==> src/verilog/armExe_settings.svh <==
`ifndef ARMEXE_SETTINGS_SVH
`define ARMEXE_SETTINGS_SVH

// Datapath word, one ARM register
`define EXE_DATA_W 32

// Data-processing opcode, instruction bits 24..21
`define EXE_OPC_W 4

// Register number, r0..r15
`define EXE_REG_W 4

// Operation class select into the result mux
`define EXE_ALUOP_W 3

// Carry/overflow update rule select
`define EXE_CVRULE_W 2

`endif

==> src/verilog/aluTypesPkg.sv <==
`default_nettype none

`include "armExe_settings.svh"

package aluTypesPkg;

  typedef logic [`EXE_DATA_W-1:0] word_t;  // One data word

  // ARM data-processing opcodes, encodings 0..15
  typedef enum logic [`EXE_OPC_W-1:0] {
    OPC_AND = 4'd0,
    OPC_EOR = 4'd1,
    OPC_SUB = 4'd2,
    OPC_RSB = 4'd3,
    OPC_ADD = 4'd4,
    OPC_ADC = 4'd5,
    OPC_SBC = 4'd6,
    OPC_RSC = 4'd7,
    OPC_TST = 4'd8,
    OPC_TEQ = 4'd9,
    OPC_CMP = 4'd10,
    OPC_CMN = 4'd11,
    OPC_ORR = 4'd12,
    OPC_MOV = 4'd13,
    OPC_BIC = 4'd14,
    OPC_MVN = 4'd15
  } opcode_t;

  // Result mux classes
  typedef enum logic [`EXE_ALUOP_W-1:0] {
    OP_AND  = 3'b000,
    OP_XOR  = 3'b001,
    OP_SUM  = 3'b010,
    OP_OR   = 3'b011,
    OP_PASS = 3'b100   // Second operand only
  } aluOp_t;

  typedef enum logic [`EXE_CVRULE_W-1:0] {
    CV_LOGIC = 2'd0,   // C from shifter, V kept
    CV_ADD   = 2'd1,
    CV_SUB   = 2'd2
  } cvRule_t;

  typedef struct packed {
    aluOp_t  op;
    logic    invertB;
    logic    reverseInputs;
    logic    carryIn;
    cvRule_t cvRule;
    logic    noWrite;        // Compare forms, flags only
  } aluCtrl_t;

endpackage

`default_nettype wire

==> src/verilog/exeIfPkg.sv <==
`default_nettype none

`include "armExe_settings.svh"

package exeIfPkg;

  typedef logic [`EXE_REG_W-1:0] regNum_t;  // Destination register number

  // Condition flags, NZCV order
  typedef struct packed {
    logic n;
    logic z;
    logic c;
    logic v;
  } flags_t;

  typedef struct packed {
    aluTypesPkg::opcode_t opcode;
    logic                 setFlags;  // S bit
    regNum_t              rd;
    aluTypesPkg::word_t   a;
    aluTypesPkg::word_t   b;         // Already shifted
    logic                 shCarry;   // Shifter carry-out
  } exeReq_t;

  typedef struct packed {
    aluTypesPkg::word_t result;
    regNum_t            rd;
    logic               wrEn;      // Low for TST TEQ CMP CMN
    flags_t             flags;     // Flag register after the op
  } exeResp_t;

endpackage

`default_nettype wire

==> src/verilog/aluDatapath.sv <==
`timescale 1ns/1ps
`default_nettype none

`include "armExe_settings.svh"

module aluDatapath (
  input  aluTypesPkg::aluCtrl_t ctrl,
  input  aluTypesPkg::word_t    a,
  input  aluTypesPkg::word_t    b,
  input  logic                  shCarry,   // From barrel shifter
  input  exeIfPkg::flags_t      flagsIn,   // Current NZCV
  output aluTypesPkg::word_t    result,
  output exeIfPkg::flags_t      flagsOut   // NZCV if flags were set
);
  import aluTypesPkg::*;

  localparam int MSB = `EXE_DATA_W - 1;

  word_t                opA;       // First operand after swap
  word_t                opBRaw;    // Second operand after swap
  word_t                opB;       // Second operand after inversion
  logic [`EXE_DATA_W:0] sum;       // Carry-out in top bit
  logic                 carry;
  logic                 overflow;
  logic                 signsDiffer;
  logic                 sumSignFlip;

  assign opA    = ctrl.reverseInputs ? b : a;
  assign opBRaw = ctrl.reverseInputs ? a : b;
  assign opB    = ctrl.invertB ? ~opBRaw : opBRaw;

  // One adder for every add, subtract and compare
  assign sum = {1'b0, opA} + {1'b0, opB} + {{`EXE_DATA_W{1'b0}}, ctrl.carryIn};

  always_comb begin
    case (ctrl.op)
      OP_AND:  result = opA & opB;
      OP_XOR:  result = opA ^ opB;
      OP_OR:   result = opA | opB;
      OP_PASS: result = opB;           // MOV, MVN
      default: result = sum[MSB:0];
    endcase
  end

  // Overflow terms use the un-inverted second operand
  assign signsDiffer = opA[MSB] ^ opBRaw[MSB];
  assign sumSignFlip = opA[MSB] ^ sum[MSB];

  always_comb begin
    case (ctrl.cvRule)
      CV_ADD: begin
        carry    = sum[`EXE_DATA_W];
        overflow = ~signsDiffer & sumSignFlip;   // Like signs, sign changed
      end
      CV_SUB: begin
        carry    = sum[`EXE_DATA_W];              // High means no borrow
        overflow = signsDiffer & sumSignFlip;
      end
      default: begin
        carry    = shCarry;
        overflow = flagsIn.v;                     // V untouched by logic ops
      end
    endcase
  end

  assign flagsOut = '{
    n: result[MSB],
    z: (result == '0),
    c: carry,
    v: overflow
  };

endmodule

`default_nettype wire

==> src/verilog/aluDecoder.sv <==
`timescale 1ns/1ps
`default_nettype none

module aluDecoder (
  input  aluTypesPkg::opcode_t  opcode,     // Instr bits 24..21
  input  logic                  carryFlag,  // Current C flag
  output aluTypesPkg::aluCtrl_t ctrl
);
  import aluTypesPkg::*;

  aluOp_t  op;
  cvRule_t cvRule;
  logic    invertB;
  logic    reverseInputs;
  logic    carryIn;
  logic    noWrite;

  // Reverse subtracts swap the operands
  assign reverseInputs = opcode inside {OPC_RSB, OPC_RSC};

  // Subtracts use A + ~B + 1, BIC and MVN need ~B too
  assign invertB = opcode inside {OPC_SUB, OPC_RSB, OPC_SBC, OPC_RSC,
                                  OPC_CMP, OPC_MVN, OPC_BIC};

  assign noWrite = opcode inside {OPC_TST, OPC_TEQ, OPC_CMP, OPC_CMN};

  always_comb begin
    case (opcode)
      OPC_SUB, OPC_RSB, OPC_CMP: carryIn = 1'b1;       // Two's complement +1
      OPC_ADC, OPC_SBC, OPC_RSC: carryIn = carryFlag;  // Chained ops
      default:                   carryIn = 1'b0;
    endcase
  end

  always_comb begin
    case (opcode)
      OPC_AND, OPC_TST, OPC_BIC: op = OP_AND;   // BIC via inverted B
      OPC_EOR, OPC_TEQ:          op = OP_XOR;
      OPC_ORR:                   op = OP_OR;
      OPC_MOV, OPC_MVN:          op = OP_PASS;  // MVN via inverted B
      default:                   op = OP_SUM;   // All arithmetic and compares
    endcase
  end

  always_comb begin
    case (opcode)
      OPC_ADD, OPC_ADC, OPC_CMN: cvRule = CV_ADD;
      OPC_SUB, OPC_RSB, OPC_SBC,
      OPC_RSC, OPC_CMP:          cvRule = CV_SUB;
      default:                   cvRule = CV_LOGIC;  // Logical ops and moves
    endcase
  end

  assign ctrl = '{
    op:            op,
    invertB:       invertB,
    reverseInputs: reverseInputs,
    carryIn:       carryIn,
    cvRule:        cvRule,
    noWrite:       noWrite
  };

endmodule

`default_nettype wire

==> src/verilog/armExe.sv <==
`timescale 1ns/1ps
`default_nettype none

module armExe (
  input  logic               clk,
  input  logic               rst,
  input  exeIfPkg::exeReq_t  req,
  input  logic               inVld,
  output logic               inRdy,
  output exeIfPkg::exeResp_t resp,
  output logic               outVld,
  input  logic               outRdy
);

  // Single execute stage, one op per cycle
  exeStage exeStage_i (
    .clk    (clk),
    .rst    (rst),
    .req    (req),
    .inVld  (inVld),
    .inRdy  (inRdy),
    .resp   (resp),
    .outVld (outVld),
    .outRdy (outRdy)
  );

endmodule

`default_nettype wire

==> src/verilog/exeStage.sv <==
`timescale 1ns/1ps
`default_nettype none

module exeStage (
  input  logic               clk,
  input  logic               rst,      // Sync, active high
  input  exeIfPkg::exeReq_t  req,
  input  logic               inVld,
  output logic               inRdy,
  output exeIfPkg::exeResp_t resp,
  output logic               outVld,
  input  logic               outRdy
);
  import aluTypesPkg::*;
  import exeIfPkg::*;

  aluCtrl_t ctrl;        // Decoded controls for the incoming request
  word_t    aluResult;
  flags_t   flagsQ;      // Architectural NZCV
  flags_t   flagsAlu;    // NZCV computed by this op
  flags_t   flagsNext;   // NZCV after this op, S bit applied
  logic     accept;

  // Stage is free when empty or draining this cycle
  assign inRdy  = ~outVld | outRdy;
  assign accept = inVld & inRdy;

  aluDecoder aluDecoder_i (
    .opcode    (req.opcode),
    .carryFlag (flagsQ.c),
    .ctrl      (ctrl)
  );

  aluDatapath aluDatapath_i (
    .ctrl     (ctrl),
    .a        (req.a),
    .b        (req.b),
    .shCarry  (req.shCarry),
    .flagsIn  (flagsQ),
    .result   (aluResult),
    .flagsOut (flagsAlu)
  );

  assign flagsNext = req.setFlags ? flagsAlu : flagsQ;

  // Valid bit and flag register
  always_ff @(posedge clk) begin
    if (rst) begin
      outVld <= 1'b0;
      flagsQ <= '0;
    end else begin
      if (accept) begin
        outVld <= 1'b1;
      end else if (outRdy) begin
        outVld <= 1'b0;       // Consumed, nothing new behind it
      end
      if (accept && req.setFlags) begin
        flagsQ <= flagsAlu;   // Next request sees it at once
      end
    end
  end

  // Response payload, held while stalled
  always_ff @(posedge clk) begin
    if (accept) begin
      resp.result <= aluResult;
      resp.rd     <= req.rd;
      resp.wrEn   <= ~ctrl.noWrite;   // Compares write flags only
      resp.flags  <= flagsNext;
    end
  end

endmodule

`default_nettype wire
==> config.mk <==
export PLATFORM = sky130hd
export DESIGN_NAME = armExe
export DESIGN_NICKNAME = d
export VERILOG_FILES = /design/src/verilog/aluTypesPkg.sv /design/src/verilog/exeIfPkg.sv /design/src/verilog/aluDatapath.sv /design/src/verilog/aluDecoder.sv /design/src/verilog/armExe.sv /design/src/verilog/exeStage.sv
export VERILOG_INCLUDE_DIRS = /design/src /design/src/verilog
export SDC_FILE = /design/constraint.sdc
export NUM_CORES = 1
export LEC_CHECK = 0
export ABC_AREA = 1
export BUFFER_PORTS_ARGS = -buffer_cell sky130_fd_sc_hd__buf_2
export CAP_MARGIN = 0
export CORE_ASPECT_RATIO = 0.6
export CORE_MARGIN = 5
export CORE_UTILIZATION = 40
export DETAILED_ROUTE_END_ITERATION = 8
export GPL_TIMING_DRIVEN = 0
export SYNTH_ARGS = -nofsm -noshare
export SYNTH_HDL_FRONTEND = slang
export SYNTH_SLANG_ARGS = --single-unit
==> constraint.sdc <==
create_clock -name clk -period 3.95 [get_ports clk]
set_clock_uncertainty 0.15 [all_clocks]
set_input_delay 0.5925 -clock clk [delete_from_list [all_inputs] [get_ports clk]]
set_output_delay 0.5925 -clock clk [all_outputs]
set_load 0.05 [all_outputs]
==> results.json <==
{
  "p_leak_nw": 5.093,
  "rows": 38,
  "dieArea_um2": 20870,
  "fin_crit_ps": 3812,
  "fin_cells": 1666,
  "cp.required_ps": 3960,
  "grt_max_degree": 33,
  "layout_common_cells": "435 x nand2_1, 290 x inv_1, 123 x buf_2",
  "grt_util_all_layers": 0.2549,
  "fmax_mhz": 262.3,
  "drive_gt1_frac": 0.1907,
  "port_buffers": 119,
  "synth_cell_types": 37,
  "initial_core_util": 0.4026,
  "die_w_um": 183.2,
  "ys_seq_area_frac": 0.1849,
  "place_inst": 1635,
  "postPlaceCellArea_um2": 8118,
  "die_h_um": 113.9,
  "synth_ff_type": "edfxtp_1",
  "cts_tree": "yes",
  "grt_pass1_vias": 7011,
  "relSlewSlack": 0.3632,
  "fin_crit_sh": 0.9651,
  "grt.overflow.total": 0,
  "diodes": 0,
  "synth_seq_cells": 46,
  "layout.nets": 1569,
  "synth_fp_nets": 1419,
  "grt_pass1_wl_um": 40640,
  "crit_arrival_ps": 3830,
  "clk_latency_ps": 310,
  "hold_viol": 0,
  "fillers": 1985,
  "h-tree-depth": 2,
  "synth_cells": 1275,
  "endpoint_kind": "register",
  "r2r_cells": 20,
  "ir_drop_mv": 0.1733,
  "final_max_slew_viol_count": 0,
  "cts_buffers": 5,
  "synth_edf_count": 41,
  "max-clock-path-buffers": 2,
  "power.density_nw_per_um2": 329.8,
  "io_pins": 121,
  "crit_fanout": 10,
  "clkTransAtPathRegs_ps": 70,
  "postSynthAreaPerCell_um2": 5.646,
  "yosys_warnings": 0,
  "cts-root-buf": "clkbuf_16",
  "hold_path_class": "input port to register",
  "dr.pass1.iters": 6,
  "ctsHoldBuffers": 0,
  "core_um2": 17880,
  "vias": 8284,
  "outcome": "complete, no violations",
  "ant_nets": 0,
  "drt_wl_total_um": 27760,
  "hold_depth": 1,
  "cts.sinks": 46,
  "wl_per_cell_um": 16.66,
  "synth-async-reset-ratio": 0,
  "grt_antenna_before_repair": 1,
  "drc_errors": 0,
  "synth.cell_area_um2": 7198,
  "tns_ps": 0,
  "detail_route.vias_per_cell": 4.972,
  "setup_viol": 0,
  "design_area_um2": 8947,
  "worstSetupStartpointType": "input port",
  "worstMarginPinSlew_ps": 951.7,
  "dp_hpwl_um": 22620,
  "area_growth_pct": 24.30,
  "place_congestion": 0.9574,
  "cap_violations": 0,
  "layout_commonest_cell": "nand2_1",
  "power_mw": 2.951,
  "crit_type": "input port to register",
  "drt_iter0_markers": 847
}
cell families (layout without fill, tap and decap cells):
kind of cell / after synthesis / after routing / synth area share
AO/OA/AOI/OAI: 134 / 134 / 0.1039
buffers and inverters: 334 / 485 / 0.1790
flip-flops: 46 / 46 / 0.1849
XOR/XNOR: 29 / 29 / 0.03529
adder cells (fa/ha/maj): 66 / 66 / 0.1168
AND/OR/NAND/NOR: 666 / 666 / 0.3800
critical path, stage by stage:
cell and delay (ps):
buf_2 150, nand2_1 110, nor2_4 200, clkbuf_4 230, o21ai_0 130, xor2_1 350, ha_2 400, nand2_2 150
inv_1 50, nand2_1 60, nand2_1 90, a21oi_2 160, nand2_2 90, nand2_1 60, nand3_1 140, o21ai_4 170
nand3_1 150, nor2_1 140, nand2_1 60, nor2_1 110, nand2_2 100, o21ai_2 110
cell usage after synthesis (5+ instances only):
cell,number,share of area
buf_2,11,0.0076
o211ai_1,7,0.0073
o221ai_1,7,0.0085
xor2_1,29,0.035
nand3b_1,6,0.0063
edfxtp_1,41,0.17
ha_1,64,0.11
nor3_1,6,0.0042
inv_1,295,0.15
nand4_1,20,0.017
nand3_1,89,0.062
dfxtp_1,5,0.014
nor2_1,74,0.039
or2_2,10,0.0087
o21ai_1,8,0.0056
clkbuf_1,18,0.0094
o21ai_0,71,0.049
a21oi_1,28,0.019
nand2_1,455,0.24
layer usage:
layer	vias up	routed length (µm)	track usage
met5	-	13	0
met4	2	211	0.03224
met3	15	3377	0.06915
met2	388	9428	0.3029
met1	3682	14730	0.4394
li1	4197	-	-
worst paths after layout:
| path | start | to | slack (ps) |
|---|---|---|---|
| max | req[70] | exeStage_i.resp[2] | 140 |
| max reg2reg | exeStage_i.flagsQ[1] | exeStage_i.resp[2] | 660 |
| min | req[65] | exeStage_i.resp[5] | 310 |
| min reg2reg | exeStage_i.flagsQ[3] | exeStage_i.flagsQ[3] | 360 |
state kept, by name (all words and copies together) (netlist names):
name               flops
exeStage_i.resp       41
exeStage_i.flagsQ      4
exeStage_i.outVld      1
metrics by stage:
| stage | worst slack, ps | hold WS [ps] | util |
|---|---|---|---|
| 6_report | 138.0 | 313.3 | 0.5005 |
| 5_1_grt | -35.02 | 304.5 | 0.5005 |
| 4_1_cts | 19.06 | 308.3 | 0.4711 |
| 3_5_place_dp | -1224 | 342.7 | 0.4541 |
| 3_3_place_gp | -1211 | 339.0 | 0.4530 |
| 2_1_floorplan | 58.76 | 317.9 | - |
final cells by class:
cell class	count	area, µm²	share of cell area
multi-input cells	895	4972	0.5557
clock buffers	6	128.9	0.01440
inverters	301	1132	0.1266
well taps	240	300.3	0.03356
repair buffers	145	827.0	0.09243
plain buffers	31	241.5	0.02699
clock inverters	2	13.76	0.001538
flip-flops and latches	46	1331	0.1488
timing repair:
action                                  4_1_cts  5_1_grt
endpoints found under the setup margin       22        8
gates resized for setup                      46      120
pin swaps                                     8       30
setup buffers                                 7       17
cloned                                        0        1
power breakdown:
| group | internal [mW] | switching, mW | total [mW] |
|---|---|---|---|
| logic | 0.580 | 1.29 | 1.87 |
| clock network | 0.236 | 0.207 | 0.443 |
| registers | 0.621 | 0.0125 | 0.633 |
Power figures use the tool's default switching activity.
